$ cat src/hw/ppu_pkg.sv
`default_nettype none

package ppu_pkg;

  // Two-bit color index, 0 is transparent on the object layer
  typedef logic [1:0] color_t;

  // Pixel as it sits in a lane queue
  typedef struct packed {
    logic   pal;
    color_t color;
  } pixel_t;

  // Final grey level after the palette
  typedef logic [1:0] shade_t;

  // One decoded tile row is always 8 pixels wide
  localparam int ROW_PIXELS = 8;

  // Small screen, enough to exercise scroll and frame wrap
  localparam int DEFAULT_SCREEN_WIDTH  = 16;
  localparam int DEFAULT_SCREEN_HEIGHT = 4;

  // Background and object layers
  localparam int DEFAULT_NUM_LAYERS = 2;
  localparam int DEFAULT_FIFO_DEPTH = 16;

endpackage

`default_nettype wire

$ cat src/hw/framebuffer.sv
`timescale 1ns/1ps
`default_nettype none

module framebuffer #(
  parameter int screen_width  = 16,
  parameter int screen_height = 4,
  localparam int num_pixels = screen_width * screen_height,
  localparam int addr_w = (num_pixels > 1) ? $clog2(num_pixels) : 1,
  localparam int x_w = (screen_width > 1) ? $clog2(screen_width) : 1,
  localparam int y_w = (screen_height > 1) ? $clog2(screen_height) : 1
) (
  input  logic              clk,
  input  logic              reset,
  input  logic              dot_en,
  input  logic              flush,
  input  logic [7:0]        scx,
  input  logic              shade_valid,
  input  ppu_pkg::shade_t   shade,
  output logic              shade_ready,
  output logic              frame_done,
  input  logic [addr_w-1:0] rd_addr,
  output ppu_pkg::shade_t   rd_shade
);

  ppu_pkg::shade_t mem [num_pixels];

  logic [x_w-1:0]    x_pos;
  logic [y_w-1:0]    y_pos;
  logic              line_open;
  logic [2:0]        discard_left;
  logic              consume;
  logic              discard;
  logic              do_write;
  logic [addr_w-1:0] wr_addr;

  // Dot enable stands in for the drawing mode
  assign shade_ready = dot_en;
  assign consume     = shade_valid && dot_en;

  // First pixel of a line samples the fine scroll directly
  assign discard  = line_open ? (discard_left != 3'd0) : (scx[2:0] != 3'd0);
  assign do_write = consume && !discard && !flush;
  assign wr_addr  = addr_w'(int'(y_pos) * screen_width + int'(x_pos));

  always_ff @(posedge clk or posedge reset) begin
    if (reset) begin
      x_pos        <= '0;
      y_pos        <= '0;
      line_open    <= 1'b0;
      discard_left <= 3'd0;
      frame_done   <= 1'b0;
    end else if (flush) begin
      x_pos        <= '0;
      y_pos        <= '0;
      line_open    <= 1'b0;
      discard_left <= 3'd0;
      frame_done   <= 1'b0;
    end else if (consume) begin
      if (!line_open) begin
        line_open    <= 1'b1;
        discard_left <= (scx[2:0] != 3'd0) ? scx[2:0] - 3'd1 : 3'd0;
      end else if (discard) begin
        discard_left <= discard_left - 3'd1;
      end
      if (do_write) begin
        if (x_pos == x_w'(screen_width - 1)) begin
          x_pos     <= '0;
          line_open <= 1'b0;
          if (y_pos == y_w'(screen_height - 1)) begin
            y_pos      <= '0;
            frame_done <= 1'b1;
          end else begin
            y_pos <= y_pos + 1'b1;
          end
        end else begin
          x_pos <= x_pos + 1'b1;
          // first write of a new frame
          if (x_pos == '0 && y_pos == '0) begin
            frame_done <= 1'b0;
          end
        end
      end
    end
  end

  always_ff @(posedge clk) begin
    if (do_write) begin
      mem[wr_addr] <= shade;
    end
    rd_shade <= mem[rd_addr];
  end

  a_write_in_screen: assert property (@(posedge clk) disable iff (reset)
    do_write |-> (int'(x_pos) < screen_width) && (int'(y_pos) < screen_height)
                 && (int'(wr_addr) < num_pixels));

endmodule

`default_nettype wire

$ cat src/hw/pixel_fifo.sv
`timescale 1ns/1ps
`default_nettype none

module pixel_fifo #(
  parameter int fifo_depth = 16,
  localparam int ptr_w = (fifo_depth > 1) ? $clog2(fifo_depth) : 1,
  localparam int cnt_w = $clog2(fifo_depth + 1)
) (
  input  logic            clk,
  input  logic            reset,
  input  logic            row_valid,
  output logic            row_ready,
  input  logic [7:0]      row_lo,
  input  logic [7:0]      row_hi,
  input  logic            row_palette,
  output logic            pix_valid,
  output ppu_pkg::pixel_t pix,
  input  logic            pop
);

  ppu_pkg::pixel_t mem [fifo_depth];

  logic [ptr_w-1:0] wr_ptr;
  logic [ptr_w-1:0] rd_ptr;
  logic [cnt_w-1:0] count;
  logic             accept;

  // Room for a whole row before taking it
  assign row_ready = (int'(count) + ppu_pkg::ROW_PIXELS) <= fifo_depth;
  assign accept    = row_valid && row_ready;

  // Head pixel is visible combinationally
  assign pix_valid = (count != '0);
  assign pix       = mem[rd_ptr];

  always_ff @(posedge clk or posedge reset) begin
    if (reset) begin
      wr_ptr <= '0;
      rd_ptr <= '0;
      count  <= '0;
    end else begin
      if (accept) begin
        wr_ptr <= ptr_w'((int'(wr_ptr) + ppu_pkg::ROW_PIXELS) % fifo_depth);
      end
      if (pop) begin
        rd_ptr <= ptr_w'((int'(rd_ptr) + 1) % fifo_depth);
      end
      case ({accept, pop})
        2'b10:   count <= count + cnt_w'(ppu_pkg::ROW_PIXELS);
        2'b11:   count <= count + cnt_w'(ppu_pkg::ROW_PIXELS - 1);
        2'b01:   count <= count - 1'b1;
        default: count <= count;
      endcase
    end
  end

  // Leftmost pixel is bit 7, hi plane gives the upper color bit
  always_ff @(posedge clk) begin
    if (accept) begin
      for (int i = 0; i < ppu_pkg::ROW_PIXELS; i++) begin
        mem[(int'(wr_ptr) + i) % fifo_depth] <= '{
          pal:   row_palette,
          color: {row_hi[ppu_pkg::ROW_PIXELS-1-i], row_lo[ppu_pkg::ROW_PIXELS-1-i]}
        };
      end
    end
  end

  a_count_bound: assert property (@(posedge clk) disable iff (reset)
    int'(count) <= fifo_depth);

  a_no_pop_empty: assert property (@(posedge clk) disable iff (reset)
    pop |-> pix_valid);

endmodule

`default_nettype wire

$ cat src/hw/pixel_mixer.sv
`timescale 1ns/1ps
`default_nettype none

module pixel_mixer #(
  parameter int num_layers = 2
) (
  input  logic                             clk,
  input  logic                             reset,
  input  logic [num_layers-1:0]            lane_pix_valid,
  input  ppu_pkg::pixel_t [num_layers-1:0] lane_pix,
  output logic                             lane_pix_pop,
  input  logic [7:0]                       pal0,
  input  logic [7:0]                       pal1,
  output logic                             shade_valid,
  output ppu_pkg::shade_t                  shade,
  input  logic                             shade_ready
);

  ppu_pkg::color_t win_color;
  logic            win_pal;
  logic [7:0]      pal_byte;
  ppu_pkg::shade_t next_shade;

  // Every lane must have a pixel and the output slot must be free
  assign lane_pix_pop = (&lane_pix_valid) && (!shade_valid || shade_ready);

  // Highest layer with a nonzero color wins, layer 0 otherwise
  always_comb begin
    win_color = lane_pix[0].color;
    win_pal   = lane_pix[0].pal;
    for (int k = 1; k < num_layers; k++) begin
      if (lane_pix[k].color != 2'd0) begin
        win_color = lane_pix[k].color;
        win_pal   = lane_pix[k].pal;
      end
    end
  end

  assign pal_byte   = win_pal ? pal1 : pal0;
  assign next_shade = pal_byte[2*win_color +: 2];

  always_ff @(posedge clk or posedge reset) begin
    if (reset) begin
      shade_valid <= 1'b0;
    end else if (lane_pix_pop) begin
      shade_valid <= 1'b1;
    end else if (shade_ready) begin
      shade_valid <= 1'b0;
    end
  end

  always_ff @(posedge clk) begin
    if (lane_pix_pop) begin
      shade <= next_shade;
    end
  end

  a_shade_hold: assert property (@(posedge clk) disable iff (reset)
    shade_valid && !shade_ready |=> shade_valid && $stable(shade));

endmodule

`default_nettype wire

$ cat src/hw/ppu_pixel_path.sv
`timescale 1ns/1ps
`default_nettype none

module ppu_pixel_path #(
  parameter int screen_width  = ppu_pkg::DEFAULT_SCREEN_WIDTH,
  parameter int screen_height = ppu_pkg::DEFAULT_SCREEN_HEIGHT,
  parameter int num_layers    = ppu_pkg::DEFAULT_NUM_LAYERS,
  parameter int fifo_depth    = ppu_pkg::DEFAULT_FIFO_DEPTH,
  localparam int layer_w = (num_layers > 1) ? $clog2(num_layers) : 1,
  localparam int num_pixels = screen_width * screen_height,
  localparam int addr_w = (num_pixels > 1) ? $clog2(num_pixels) : 1
) (
  input  logic               clk,
  input  logic               reset,
  input  logic               dot_en,
  input  logic               flush,
  input  logic [7:0]         scx,
  input  logic [7:0]         pal0,
  input  logic [7:0]         pal1,
  input  logic               row_valid,
  output logic               row_ready,
  input  logic [layer_w-1:0] row_layer,
  input  logic [7:0]         row_lo,
  input  logic [7:0]         row_hi,
  input  logic               row_palette,
  input  logic [addr_w-1:0]  rd_addr,
  output ppu_pkg::shade_t    rd_shade,
  output logic               frame_done
);

  logic [num_layers-1:0]            lane_row_valid;
  logic [num_layers-1:0]            lane_row_ready;
  logic [num_layers-1:0][7:0]       lane_row_lo;
  logic [num_layers-1:0][7:0]       lane_row_hi;
  logic [num_layers-1:0]            lane_row_palette;
  logic [num_layers-1:0]            lane_pix_valid;
  ppu_pkg::pixel_t [num_layers-1:0] lane_pix;
  logic                             lane_pix_pop;
  logic                             shade_valid;
  ppu_pkg::shade_t                  shade;
  logic                             shade_ready;

  row_dispatcher #(
    .num_layers(num_layers)
  ) i_row_dispatcher (
    .clk             (clk),
    .reset           (reset),
    .row_valid       (row_valid),
    .row_ready       (row_ready),
    .row_layer       (row_layer),
    .row_lo          (row_lo),
    .row_hi          (row_hi),
    .row_palette     (row_palette),
    .lane_row_valid  (lane_row_valid),
    .lane_row_ready  (lane_row_ready),
    .lane_row_lo     (lane_row_lo),
    .lane_row_hi     (lane_row_hi),
    .lane_row_palette(lane_row_palette)
  );

  // One queue per layer, all popped together by the mixer
  for (genvar k = 0; k < num_layers; k++) begin : g_lane
    pixel_fifo #(
      .fifo_depth(fifo_depth)
    ) i_pixel_fifo (
      .clk        (clk),
      .reset      (reset),
      .row_valid  (lane_row_valid[k]),
      .row_ready  (lane_row_ready[k]),
      .row_lo     (lane_row_lo[k]),
      .row_hi     (lane_row_hi[k]),
      .row_palette(lane_row_palette[k]),
      .pix_valid  (lane_pix_valid[k]),
      .pix        (lane_pix[k]),
      .pop        (lane_pix_pop)
    );
  end

  pixel_mixer #(
    .num_layers(num_layers)
  ) i_pixel_mixer (
    .clk           (clk),
    .reset         (reset),
    .lane_pix_valid(lane_pix_valid),
    .lane_pix      (lane_pix),
    .lane_pix_pop  (lane_pix_pop),
    .pal0          (pal0),
    .pal1          (pal1),
    .shade_valid   (shade_valid),
    .shade         (shade),
    .shade_ready   (shade_ready)
  );

  framebuffer #(
    .screen_width (screen_width),
    .screen_height(screen_height)
  ) i_framebuffer (
    .clk        (clk),
    .reset      (reset),
    .dot_en     (dot_en),
    .flush      (flush),
    .scx        (scx),
    .shade_valid(shade_valid),
    .shade      (shade),
    .shade_ready(shade_ready),
    .frame_done (frame_done),
    .rd_addr    (rd_addr),
    .rd_shade   (rd_shade)
  );

endmodule

`default_nettype wire

$ cat src/hw/row_dispatcher.sv
`timescale 1ns/1ps
`default_nettype none

module row_dispatcher #(
  parameter int num_layers = 2,
  localparam int layer_w = (num_layers > 1) ? $clog2(num_layers) : 1
) (
  input  logic                          clk,
  input  logic                          reset,
  input  logic                          row_valid,
  output logic                          row_ready,
  input  logic [layer_w-1:0]            row_layer,
  input  logic [7:0]                    row_lo,
  input  logic [7:0]                    row_hi,
  input  logic                          row_palette,
  output logic [num_layers-1:0]         lane_row_valid,
  input  logic [num_layers-1:0]         lane_row_ready,
  output logic [num_layers-1:0][7:0]    lane_row_lo,
  output logic [num_layers-1:0][7:0]    lane_row_hi,
  output logic [num_layers-1:0]         lane_row_palette
);

  logic               hold_valid;
  logic [layer_w-1:0] hold_layer;
  logic [7:0]         hold_lo;
  logic [7:0]         hold_hi;
  logic               hold_palette;
  logic               hold_taken;
  logic               row_accept;

  // Only the lane named by the held layer sees valid
  always_comb begin
    hold_taken = 1'b0;
    for (int k = 0; k < num_layers; k++) begin
      lane_row_valid[k]   = hold_valid && (hold_layer == layer_w'(k));
      lane_row_lo[k]      = hold_lo;
      lane_row_hi[k]      = hold_hi;
      lane_row_palette[k] = hold_palette;
      if (lane_row_valid[k] && lane_row_ready[k]) begin
        hold_taken = 1'b1;
      end
    end
  end

  // Free now, or freed by the lane on this edge
  assign row_ready  = !hold_valid || hold_taken;
  assign row_accept = row_valid && row_ready;

  always_ff @(posedge clk or posedge reset) begin
    if (reset) begin
      hold_valid <= 1'b0;
    end else if (row_accept) begin
      hold_valid <= 1'b1;
    end else if (hold_taken) begin
      hold_valid <= 1'b0;
    end
  end

  always_ff @(posedge clk) begin
    if (row_accept) begin
      hold_layer   <= row_layer;
      hold_lo      <= row_lo;
      hold_hi      <= row_hi;
      hold_palette <= row_palette;
    end
  end

  a_layer_in_range: assert property (@(posedge clk) disable iff (reset)
    row_accept |-> (int'(row_layer) < num_layers));

endmodule

`default_nettype wire

$ cat config.mk
export PLATFORM = sky130hd
export DESIGN_NAME = ppu_pixel_path
export DESIGN_NICKNAME = d
export VERILOG_FILES = /design/src/hw/ppu_pkg.sv /design/src/hw/framebuffer.sv /design/src/hw/pixel_fifo.sv /design/src/hw/pixel_mixer.sv /design/src/hw/ppu_pixel_path.sv /design/src/hw/row_dispatcher.sv
export SDC_FILE = /design/constraint.sdc
export NUM_CORES = 1
export LEC_CHECK = 0
export ABC_AREA = 0
export BUFFER_PORTS_ARGS = -buffer_cell sky130_fd_sc_hd__buf_2
export CORE_MARGIN = 2
export CORE_UTILIZATION = 44
export CTS_CLUSTER_DIAMETER = 150
export DETAILED_ROUTE_END_ITERATION = 10
export SYNTH_ARGS = -nofsm -noshare
export SYNTH_HDL_FRONTEND = slang
export SYNTH_SLANG_ARGS = --single-unit
$ cat constraint.sdc
create_clock -name clk -period 4.1 [get_ports clk]
set_input_delay 1.23 -clock clk [delete_from_list [all_inputs] [get_ports clk]]
set_output_delay 1.23 -clock clk [all_outputs]
set_load 0.03 [all_outputs]
* Word level (Yosys, flattened, before mapping)
Memories as Yosys holds them, arrays and structs flattened. A register that Yosys moved wholly into a read port is not among the register bits.
Index checks and enable logic that the tools add are counted.
Widths: inputs -> output; s select.
** Cells by class
- Add/sub/neg operators :: 31
- Multiply operators :: 0
- Divide/modulo/power cells :: 0
- Order comparisons :: 2
- Eq/ne operators :: 10
- Shift-type cells :: 1
- Muxes and demuxes :: 41
- Bitwise operators :: 1
- Reductions and logical operators :: 36
** Operators by type and width (count)
- $le 32x6->1 const B :: 2
- $add 4x3->4 const B :: 8
- $pmux 5 s3 :: 2
- $mux 1 :: 23
- $add 4x1->4 const B :: 5
- $add 4x2->4 const B :: 4
- $mux 4 :: 4
- $mux 3 :: 5
- $reduce_bool 3->1 :: 5
- $add 5x4->6 const B :: 2
- $mux 2 :: 6
- $reduce_bool 2->1 :: 6
- $add 5x3->5 const B :: 2
- $add 5x4->5 const B :: 2
- $eq 2x2->1 const B :: 5
- $logic_and 1x1->1 :: 10
- $reduce_bool 5->1 :: 2
- $sub 5x1->5 const B :: 2
- $add 4x4->4 const B :: 2
- $mux 8 :: 1
- $shiftx 8x4->2 :: 1
- $add 6x4->6 :: 1
- $ne 3x3->1 const B :: 2
- $reduce_and 2->1 :: 3
- other kinds (11) :: 17
** Storage, ports and cells
- Bits in registers :: 59
- Bits in latches :: 0
- Memory bits (writable) :: 224
- Bits in read-only memories :: 0
- Bits of input ports :: 53
- Output and inout bits :: 4
- Word-level logic and storage cells :: 143
- Memories :: 3
** Memory list
- i_framebuffer.mem :: words 64, width 2, rd ports 1, clocked after memory_dff 1, wr ports 1, RTL line framebuffer.sv:25 : ppu_pkg::shade_t mem [num_pixels];
- g_lane[0].i_pixel_fifo.mem :: words 16, width 3, rd ports 1, clocked after memory_dff 0, wr ports 8, RTL line pixel_fifo.sv:21 : ppu_pkg::pixel_t mem [fifo_depth];
- g_lane[1].i_pixel_fifo.mem :: words 16, width 3, rd ports 1, clocked after memory_dff 0, wr ports 8, RTL line pixel_fifo.sv:21

* Longest topological paths before layout
Gate-level depths: netlist of run 1.
- Depth in word-level cells :: 8
- Mapped depth :: 14
- Gate-level depth less buffers :: 12

* Modules after synthesis
Synthesis of run 1 repeated with hierarchy kept, for this count alone.
** Second synthesis, totals
- Cell total of the unflattened synthesis :: 728
- Area, all modules :: 11065.6 um^2
** By module, submodules not included
- framebuffer :: instances 1, cells each 422, area each 6125.9 um^2, seq. area each 4159.0 um^2
- pixel_fifo :: instances 2, cells each 106, area each 1885.6 um^2, seq. area each 1271.2 um^2
- row_dispatcher :: instances 1, cells each 44, area each 749.5 um^2, seq. area each 565.5 um^2
- pixel_mixer :: instances 1, cells each 50, area each 419.2 um^2, seq. area each 85.1 um^2

* Worst setup path after synthesis of run 1
Ideal clock, no wire load.
- Path kind :: input-to-reg
- From :: input rd_addr[0]
- To :: register i_framebuffer.rd_shade[0], read port of i_framebuffer.mem
- Setup time :: 0.134 ns
- Arrival :: 3.175 ns
- Data required time :: 3.966 ns
- Slack :: 0.790 ns
- Cell stages on the path :: 5
- Buffers on the path :: 2
- Path through :: clkbuf_1 > buf_2 > mux4_2 > mux4_2 > mux4_2
** RTL lines
- from (decl) :: RTL line ppu_pixel_path.sv:26 : input logic [addr_w-1:0] rd_addr,
- to (decl) :: RTL line framebuffer.sv:22 : output ppu_pkg::shade_t rd_shade

* Final worst setup path of run 1
- From :: register g_lane[1].i_pixel_fifo.count[3]
- To :: output row_ready
** Between the ends
- Word-level cells in the longest chain between the ends :: 5
** Ends and longest elaborated chain
- from (decl) :: RTL line pixel_fifo.sv:25 : logic [cnt_w-1:0] count;
- from (signal assigned) :: RTL line pixel_fifo.sv:49 : 2'b10: count <= count + cnt_w'(ppu_pkg::ROW_PIXELS);
- from (signal assigned) :: RTL line pixel_fifo.sv:50 : 2'b11: count <= count + cnt_w'(ppu_pkg::ROW_PIXELS - 1);
- from (signal assigned) :: RTL line pixel_fifo.sv:51 : 2'b01: count <= count - 1'b1;
- $add 5x4->6 :: RTL line pixel_fifo.sv:29 : assign row_ready = (int'(count) + ppu_pkg::ROW_PIXELS) <= fifo_depth;
- $le 32x6->1 :: RTL line pixel_fifo.sv:29
- $logic_and 1x1->1 :: RTL line row_dispatcher.sv:39 : if (lane_row_valid[k] && lane_row_ready[k]) begin
- $mux 1 :: RTL line row_dispatcher.sv:39
- $logic_or 1x1->1 :: RTL line row_dispatcher.sv:46 : assign row_ready = !hold_valid || hold_taken;
- to (decl) :: RTL line ppu_pixel_path.sv:21 : output logic row_ready,
Every way passes these cells.

==> results of run 1 <==
[routing by layer]
layer / vias to the layer above / track usage / share of wire
li1: 2645 / - / -
met1: 2880 / 0.213 / 0.42
met2: 156 / 0.273 / 0.51
met3: 37 / 0.0265 / 0.047
met4: 0 / 0.0446 / 0.021
met5: - / 0 / 0
[area by class of cell]
cell class / count / area, um^2 / area share
Timing Repair Buffer: 63 / 370 / 0.0304
Clock inverter: 17 / 185 / 0.0152
Sequential cell: 251 / 7350 / 0.604
Clock buffer: 32 / 694 / 0.0570
Inverter: 16 / 60.1 / 0.00493
Tap cell: 319 / 399 / 0.0328
Multi-Input combinational cell: 354 / 3120 / 0.256
[cells by family (layout without fill, tap and decap cells)]
group / after synthesis / after routing / synth area share
adders and majority gates: 18 / 18 / 0.0211
muxes: 72 / 72 / 0.141
AOI/OAI and AO/OA: 51 / 51 / 0.0307
DFF: 251 / 251 / 0.689
buffers and inverters: 49 / 128 / 0.0187
and+or+nand+nor: 193 / 193 / 0.0826
xor gates and xnor gates: 20 / 20 / 0.0164
[flip-flops by register name, summed over array words and instances (netlist names)]
name / count
i_framebuffer.line_open: 1
i_row_dispatcher.hold_lo: 8
i_framebuffer.x_pos: 4
i_row_dispatcher.hold_valid: 1
i_framebuffer.discard_left: 3
i_pixel_mixer.shade_valid: 1
i_framebuffer.frame_done: 1
i_row_dispatcher.hold_palette: 1
i_framebuffer.rd_shade: 2
g_lane.i_pixel_fifo.count: 10
i_framebuffer.mem: 128
g_lane.i_pixel_fifo.mem: 68
g_lane.i_pixel_fifo.rd_ptr: 8
g_lane.i_pixel_fifo.wr_ptr: 2
i_row_dispatcher.hold_hi: 8
i_row_dispatcher.hold_layer: 1
i_pixel_mixer.shade: 2
i_framebuffer.y_pos: 2
[critical path: cells and delay by family (launching register included)]
family                     cells  cell delay, ns
and+or+nand+nor                2            0.48
DFF                            1            0.43
adders and majority gates      1            0.34
AOI/OAI and AO/OA              1            0.23
buffers and inverters          1            0.22
[report_power, final]
group          leakage (nW)  switching, W  internal [W]
sequential             2.37      0.000312       0.00346
clock                 0.424      0.000921       0.00146
combinational          1.32       0.00112      0.000838
[cells in the final DEF (no fill, tap or decap), types with 10 or more instances in the layout]
| cell | count |
|---|---|
| dfrtp_1 | 33 |
| o21ai_0 | 13 |
| buf_4 | 10 |
| edfxtp_1 | 216 |
| clkbuf_16 | 27 |
| nor3_1 | 12 |
| nor2_1 | 76 |
| inv_1 | 16 |
| ha_1 | 18 |
| mux4_2 | 53 |
| nand2_1 | 50 |
| xnor2_1 | 16 |
| buf_2 | 51 |
| a21oi_1 | 13 |
| nand3_1 | 16 |
[metrics by stage]
step	total power (W)	std cells	hold WS, ns	utilization
floorplan	0.00523	654	0.449	-
global placement	0.00569	1003	0.462	0.479
detailed placement	0.00581	1003	0.476	0.479
CTS	0.00820	1052	0.492	0.516
global route	0.00856	1052	0.533	0.516
finish	0.00810	1052	0.484	0.516
[worst min path at each step]
stage,from,end,slack (ns),depth (start not counted)
after floorplan,i_framebuffer.discard_left[0]$_DFFE_PP0P_,i_framebuffer.discard_left[0]$_DFFE_PP0P_,0.45,2
after global placement,i_framebuffer.discard_left[0]$_DFFE_PP0P_,i_framebuffer.discard_left[0]$_DFFE_PP0P_,0.46,2
after detailed placement,i_framebuffer.discard_left[2]$_DFFE_PP0P_,i_framebuffer.discard_left[2]$_DFFE_PP0P_,0.48,2
after CTS,i_framebuffer.discard_left[2]$_DFFE_PP0P_,i_framebuffer.discard_left[2]$_DFFE_PP0P_,0.49,2
after global routing,g_lane[1].i_pixel_fifo.wr_ptr[3]$_DFFE_PP0P_,g_lane[1].i_pixel_fifo.wr_ptr[3]$_DFFE_PP0P_,0.53,1
final,g_lane[1].i_pixel_fifo.wr_ptr[3]$_DFFE_PP0P_,g_lane[1].i_pixel_fifo.wr_ptr[3]$_DFFE_PP0P_,0.48,1
==> metrics, run 1 <==
Nets around 780; post-CTS sizing 0; final wirelength about 20,000 um; Synth cell types 48; Pre-antenna DRT Iters 8; fin. max-slew vios 0; Num CTS Buffers 27; peak supply drop 0.456 mV; final hold violations 0; final setup fails 0; critical-path maximum fanout 7; flop2flop setup slack 1.13 ns; Worst path max stage delay between 0.4 and 0.5 ns; Iter 0 DRT Violations 461; drt drc 0; dpl cell area 0.0113 mm^2; synth cell count leaders edfxtp_1 (216), nor2_1 (76), mux4_2 (53); core area roughly 0.024 mm^2; IO Count 57; ys flop type edfxtp_1; Fill cells slightly below 2,000; TritonCTS clock tree done; largest cells by area after synthesis edfxtp_1 (61%), mux4_2 (11%), dfrtp_1 (7.7%); CP cell instances ha_1, o21ai_0, nand3_1, nand3_1, buf_2; design area roughly 0.012 mm^2; Post-synth EDFFs ~220; first-pass GRT wire length around 32,000 um; total vias in the final route between 5,000 and 6,000; Setup TNS 0 ns; Synth top area share 0.608; CTS root buf clkbuf_16; crit path from g_lane[1].i_pixel_fifo.count[3]$_DFFE_PP0P_; pwr dens 665 mW/mm^2; post-route ant nets 0; most numerous cell in the Yosys netlist edfxtp_1; DP HPWL ~13,000 um; DP Worst Slack between 0.5 and 0.6 ns; mapped cell area between 0.01 and 0.015 mm^2; data required time at the worst endpoint 2.87 ns; ratio of cells with drive above 1 in the final layout 0.229; Worst R2R Start g_lane[1].i_pixel_fifo.rd_ptr[0]$_DFFE_PP0P_; quantity of I/O buffers inserted on ports 51; critical path endpoint category output pin; routed vias/inst 5.44; status complete, no violations; PnR worst setup slack 0.645 ns; Slew @ Worst Pin about 0.89 ns; fin crit share 0.843; DR WL/cell roughly 19 um; clk_lat worst skew roughly 0.52 ns; RSZ-0062 raised after global routing no; postcts setup bufs 0; Synth Area per Inst between 15 and 20 um^2; vias in the first global route ~6,000; Ys Warns 0; FFs w/ async S/R, synth 0.131; R2R depth 7; Arr. time, crit path about 2.2 ns; Synth area leader edfxtp_1; Crit Path Category register to output pin; HP Class register to register; ant diodes 0; routability congestion estimate between 0.8 and 0.9; Crit Reg-Reg Endpoint i_pixel_mixer.shade[0]$_DFFE_PP_; worst-case clock buffer depth 3; Clock Skews 0.00579 ns; Fmax roughly 290 MHz; CTS hold repair buffers 0; gr usage total 0.160; initial cell density of the core 0.452; row cnt 56; CP Capture Point row_ready; Reg clk slew, reported paths approximately 0.060 ns; startpoint types register; Horiz. Die Dim between 150 and 200 um; H-Tree Depth 1; Die ar. approximately 0.026 mm^2; register area share after synthesis 0.689; largest net degree at the start of global routing 65; Pleak slightly above 4 nW; die extent in y ~160 um; remaining global-route overflow 0; initial antenna violation count 0; layout overhead on the synthesized area 14.2%; Max-Cap Viols 0; Max-slew headroom 0.404; Slowest-stage cell, CP dfrtp_1; Syn Inst Count ~650; clk sinks between 200 and 300; CP dominant cell by count nand3_1; Min Clock Period, post-route around 3.5 ns; flop and latch count out of synthesis approximately 250; Post-Syn Nets about 730
Power figures use the tool's default switching activity.
==> run 2, diff against run 1 <==
Clock period 4.1 ns to 3.4 ns, I/O delays scaled along.
==> metrics, run 2 (same netlist as run 1, synthesis figures left out) <==
status complete, no violations; dpl cell area 0.0114 mm^2 (+0.47%); Crit Path Category register to output pin; routability congestion estimate 0.813 (-0.20%); RSZ-0062 raised after global routing no; largest net degree at the start of global routing 65 (unchanged); startpoint types register; quantity of I/O buffers inserted on ports 51 (unchanged); IO Count 57 (unchanged); most common cell after layout, fill and taps aside edfxtp_1; initial antenna violation count 0 (unchanged); Slew @ Worst Pin 0.826 ns (-0.0670 ns); H-Tree Depth 1 (unchanged); Max-Cap Viols 0 (unchanged); final hold violations 0 (unchanged); Clock Skews 0.0150 ns (+0.00917 ns); TritonCTS clock tree done; number of flip-flops under the largest register name 128 (unchanged); DR WL/cell 18.9 um (+1.0%); post-route ant nets 0 (unchanged); vias in the first global route 5,946 (-1.1%); fin. max-slew vios 0 (unchanged); CTS hold repair buffers 0 (unchanged); die extent in y 160 um (unchanged); Die ar. 0.0255 mm^2 (unchanged); final setup fails 0 (unchanged); Reg clk slew, reported paths 0.06 ns (about the same); Nets 791 (+0.89%); Horiz. Die Dim 160 um (unchanged); CTS root buf clkbuf_16; row cnt 56 (unchanged); data required time at the worst endpoint 2.38 ns (-0.49 ns); initial cell density of the core 0.452 (unchanged); remaining global-route overflow 0 (unchanged); Hold WS 0.488 ns (+0.00403 ns); first-pass GRT wire length 31,900 um (-0.92%); clk sinks 251 (unchanged); Num CTS Buffers 27 (unchanged); post-CTS sizing 0 (unchanged); Arr. time, crit path 2.16 ns (-0.07 ns); total vias in the final route 5,749 (+0.54%); Fmax between 300 and 400 MHz; ratio of cells with drive above 1 in the final layout 0.244 (+0.0150); final wirelength 20,000 um (+1.4%); worst-case clock buffer depth 3 (unchanged); design area 0.0122 mm^2 (+0.43%); Min Clock Period, post-route 3.18 ns; biggest regs i_framebuffer.mem (128), g_lane.i_pixel_fifo.mem (68), g_lane.i_pixel_fifo.count (10); Setup TNS 0 ns (unchanged); drt drc 0 (unchanged); ant diodes 0 (unchanged); critical-path maximum fanout 5 (-2); Max-slew headroom 0.449 (+0.0447); fin crit share 0.935; pwr dens 801 mW/mm^2 (+20%); gr usage total 0.159 (-0.000623); most flop-heavy register i_framebuffer.mem; Iter 0 DRT Violations 449 (-2.6%); most frequent cells in the layout edfxtp_1 (216), nor2_1 (76), mux4_2 (53), buf_2 (51), nand2_1 (50); peak supply drop 0.500 mV (+9.8%); DP HPWL 13,400 um (+1.0%); clk_lat worst skew 0.53 ns (about the same); core area 0.0236 mm^2 (unchanged); Pre-antenna DRT Iters 7 (-1); Pleak 4.15 nW (+0.77%); routed vias/inst 5.44 (+0.16%); postcts setup bufs 0 (unchanged); HP Class register to register; critical path endpoint category output pin; layout overhead on the synthesized area 14.7%
==> run 2: cell types whose count changed in the layout (fill, tap and decap cells not counted), sizes merged <==
cell,change
clkinv,-2
inv,-1
clkinvlp,+2
clkbuf,-2
buf,+7
==> run 2: metrics by stage <==
stage	instances	utilization	setup WS [ns]	total power [W]
2_1_floorplan	654	-	0.300	0.00631
3_3_place_gp	1010	0.481	0.310	0.00690
3_5_place_dp	1010	0.481	0.243	0.00702
4_1_cts	1056	0.518	0.128	0.00990
5_1_grt	1056	0.518	0.0116	0.0103
6_report	1056	0.518	0.220	0.00980
==> run 2: layout make-up <==
type / count / area, um^2
repair buffers: 70 / 423
multi-input cells: 354 / 3120
clock inverters: 16 / 188
fillers: 1932 / 11400
flip-flops and latches: 251 / 7350
clock buffers: 30 / 687
well taps: 319 / 399
inverters: 16 / 60.1
==> run 2: power breakdown <==
| group | switching [W] | leakage (nW) | total (W) | internal, W |
|---|---|---|---|---|
| clock network | 0.00112 | 0.422 | 0.00287 | 0.00175 |
| logic | 0.00139 | 1.36 | 0.00243 | 0.00104 |
| registers | 0.000328 | 2.37 | 0.00450 | 0.00417 |
| total | 0.00284 | 4.15 | 0.00980 | 0.00695 |
==> run 2: worst max-delay path, cell delays in order, from the launching register on <==
cell and delay [ns]:
dfrtp_1 0.43, ha_1 0.34, nand2_1 0.06, o32ai_1 0.28, nand3b_1 0.15, nand3_1 0.16, buf_2 0.22
==> run 2: final timing paths <==
| path | from | to | slack, ns | depth (start not counted) |
|---|---|---|---|---|
| setup reg to reg | g_lane[1].i_pixel_fifo.count[0]$_DFFE_PP0P_ | g_lane[0].i_pixel_fifo.count[4]$_DFFE_PP0P_ | 0.49 | 12 |
| min in group asynchronous | reset | g_lane[1].i_pixel_fifo.wr_ptr[3]$_DFFE_PP0P_ | 0.60 | 3 |
| hold / removal | i_framebuffer.discard_left[2]$_DFFE_PP0P_ | i_framebuffer.discard_left[2]$_DFFE_PP0P_ | 0.49 | 2 |
| max in group asynchronous | reset | i_framebuffer.y_pos[1]$_DFFE_PP0P_ | 2.46 | 3 |
| setup / recovery | g_lane[0].i_pixel_fifo.count[3]$_DFFE_PP0P_ | row_ready | 0.22 | 6 |
| hold reg to reg | i_framebuffer.discard_left[2]$_DFFE_PP0P_ | i_framebuffer.discard_left[2]$_DFFE_PP0P_ | 0.49 | 2 |
==> run 2: layer usage <==
metal	up-vias	global-route usage	routed length, um
met1	2926	0.205	8420
met4	0	0.0463	524
met2	134	0.280	10400
met3	40	0.0249	709
li1	2649	-	-
met5	-	0	0
==> run 3, diff against run 2 <==
Settings changed: CORE_MARGIN 2 to 1.
Clock period 3.4 ns to 3.2 ns, I/O delays scaled along.
==> metrics, run 3 (same netlist as run 1, synthesis figures left out) <==
Worst path max stage delay 0.43 ns (about the same); H-Tree Depth 1 (unchanged); placed cells 1,012 (+0.20%); largest net degree at the start of global routing 65 (unchanged); Horiz. Die Dim 158 um (-1.3%); Num CTS Buffers 26 (-3.7%); ant diodes 0 (unchanged); most frequent cells in the layout edfxtp_1 (216), nor2_1 (76), mux4_2 (53), nand2_1 (50), buf_2 (50); initial cell density of the core 0.452 (unchanged); status complete, no violations; critical path endpoint category output pin; Clock Skews 0.00733 ns (-0.00763 ns); RSZ-0062 raised after global routing no; routed vias/inst 5.40 (-0.73%); Max-Cap Viols 0 (unchanged); post-route ant nets 0 (unchanged); flop2flop setup slack 0.28 ns (-0.21 ns); IO Count 57 (unchanged); Nets 793 (+0.25%); worst-case clock buffer depth 3 (unchanged); first-pass GRT wire length 31,900 um (about the same); clk sinks 251 (unchanged); quantity of I/O buffers inserted on ports 51 (unchanged); ratio of cells with drive above 1 in the final layout 0.249 (+0.00509); core area 0.0236 mm^2 (unchanged); DP Worst Slack 0.220 ns (-0.0234 ns); die extent in y 158 um (-1.3%); CP cell instances ha_1, nand2_1, o32ai_1, nand3b_1, nand3_1, clkbuf_4; data required time at the worst endpoint 2.24 ns (-0.14 ns); fin crit share 0.974; Setup TNS 0 ns (unchanged); drt drc 0 (unchanged); total vias in the final route 5,734 (-0.26%); final wirelength 20,200 um (+0.82%); initial antenna violation count 0 (unchanged); row cnt 56 (unchanged); dpl cell area 0.0114 mm^2 (+0.24%); Iter 0 DRT Violations 438 (-2.4%); final hold violations 0 (unchanged); gr usage total 0.168 (+0.00897); biggest regs i_framebuffer.mem (128), g_lane.i_pixel_fifo.mem (68), g_lane.i_pixel_fifo.count (10); Post-Layout Cell Count 1,061 (+0.47%); TritonCTS clock tree done; remaining global-route overflow 0 (unchanged); Slew @ Worst Pin 0.782 ns (-0.0442 ns); PnR worst setup slack 0.0834 ns (-0.136 ns); startpoint types register; pwr dens 846 mW/mm^2 (+5.7%); layout overhead on the synthesized area 14.9%; Slowest-stage cell, CP dfrtp_1; final setup fails 0 (unchanged); Fmax roughly 320 MHz; Pleak 4.16 nW (+0.16%); HP Class input port to asynchronous set/reset pin; vias in the first global route 6,022 (+1.3%); number of flip-flops under the largest register name 128 (unchanged); DP HPWL 13,600 um (+1.6%); critical-path maximum fanout 5 (unchanged); Min Clock Period, post-route slightly above 3 ns; Arr. time, crit path 2.16 ns (about the same); Pre-antenna DRT Iters 5 (-2); Die ar. 0.0249 mm^2 (-2.5%); DR WL/cell 19.0 um (+0.34%); peak supply drop 0.738 mV (+47%); Max-slew headroom 0.479 (+0.0294); most flop-heavy register i_framebuffer.mem; clk_lat worst skew 0.52 ns (about the same); routability congestion estimate 0.795 (-2.2%); design area 0.0123 mm^2 (+0.20%); Reg clk slew, reported paths 0.06 ns (about the same); Crit Path Category register to output pin; CTS root buf clkbuf_16; fin. max-slew vios 0 (unchanged); most common cell after layout, fill and taps aside edfxtp_1
## run 3: area by class of cell
class	count	area [um^2]
clock buffers	32	714
clock inverters	16	148
fillers	1938	11400
inverters	16	60.1
multi-input cells	354	3120
flip-flops and latches	251	7350
well taps	319	399
repair buffers	73	460
## run 3: worst paths after layout
check / startpoint / end / depth (start not counted)
min in group clk: g_lane[1].i_pixel_fifo.wr_ptr[3]$_DFFE_PP0P_ / g_lane[1].i_pixel_fifo.wr_ptr[3]$_DFFE_PP0P_ / 1
min reg2reg: g_lane[1].i_pixel_fifo.wr_ptr[3]$_DFFE_PP0P_ / g_lane[1].i_pixel_fifo.wr_ptr[3]$_DFFE_PP0P_ / 1
max: g_lane[0].i_pixel_fifo.count[3]$_DFFE_PP0P_ / row_ready / 6
max reg2reg: g_lane[1].i_pixel_fifo.count[0]$_DFFE_PP0P_ / g_lane[1].i_pixel_fifo.count[4]$_DFFE_PP0P_ / 12
max in group asynchronous: reset / g_lane[1].i_pixel_fifo.rd_ptr[0]$_DFFE_PP0P_ / 3
min: reset / i_row_dispatcher.hold_valid$_DFFE_PP0P_ / 2
## run 3: per-layer routing
metal  vias to the layer above  track usage  wire [um]
li1                       2657            -          -
met1                      2889        0.212       8450
met2                       153        0.297      10400
met3                        35       0.0271        804
met4                         0       0.0495        502
met5                         -            0          0
## run 3: metrics by stage
step,hold WS [ns],power [W],util
detailed placement,0.485,0.00747,0.482
global placement,0.459,0.00731,0.482
floorplan,0.449,0.00670,-
finish,0.462,0.0104,0.519
CTS,0.462,0.0104,0.519
global route,0.482,0.0109,0.519
## run 3: worst max-delay path, delay by kind of cell, from the launching register on
kind                       cells  cell delay (ns)
DFF                            1             0.43
and+or+nand+nor                3             0.38
adders and majority gates      1             0.34
AOI/OAI and AO/OA              1             0.27
buffers and inverters          1             0.21
## run 3: timing repair
| action | in CTS | in global routing |
|---|---|---|
| pin swaps | 0 | 1 |
| endpoints found under the setup margin | 1 | 1 |
| gates resized for setup | 1 | 2 |
| hold buffers | 0 | 0 |
| endpoints found under the hold margin | 0 | 0 |
| buffers inserted | 0 | 1 |
## run 3: where the power goes
group          switching, W  internal, W
Clock               0.00122      0.00175
Sequential         0.000369      0.00443
Combinational       0.00149      0.00111
Total               0.00308      0.00730
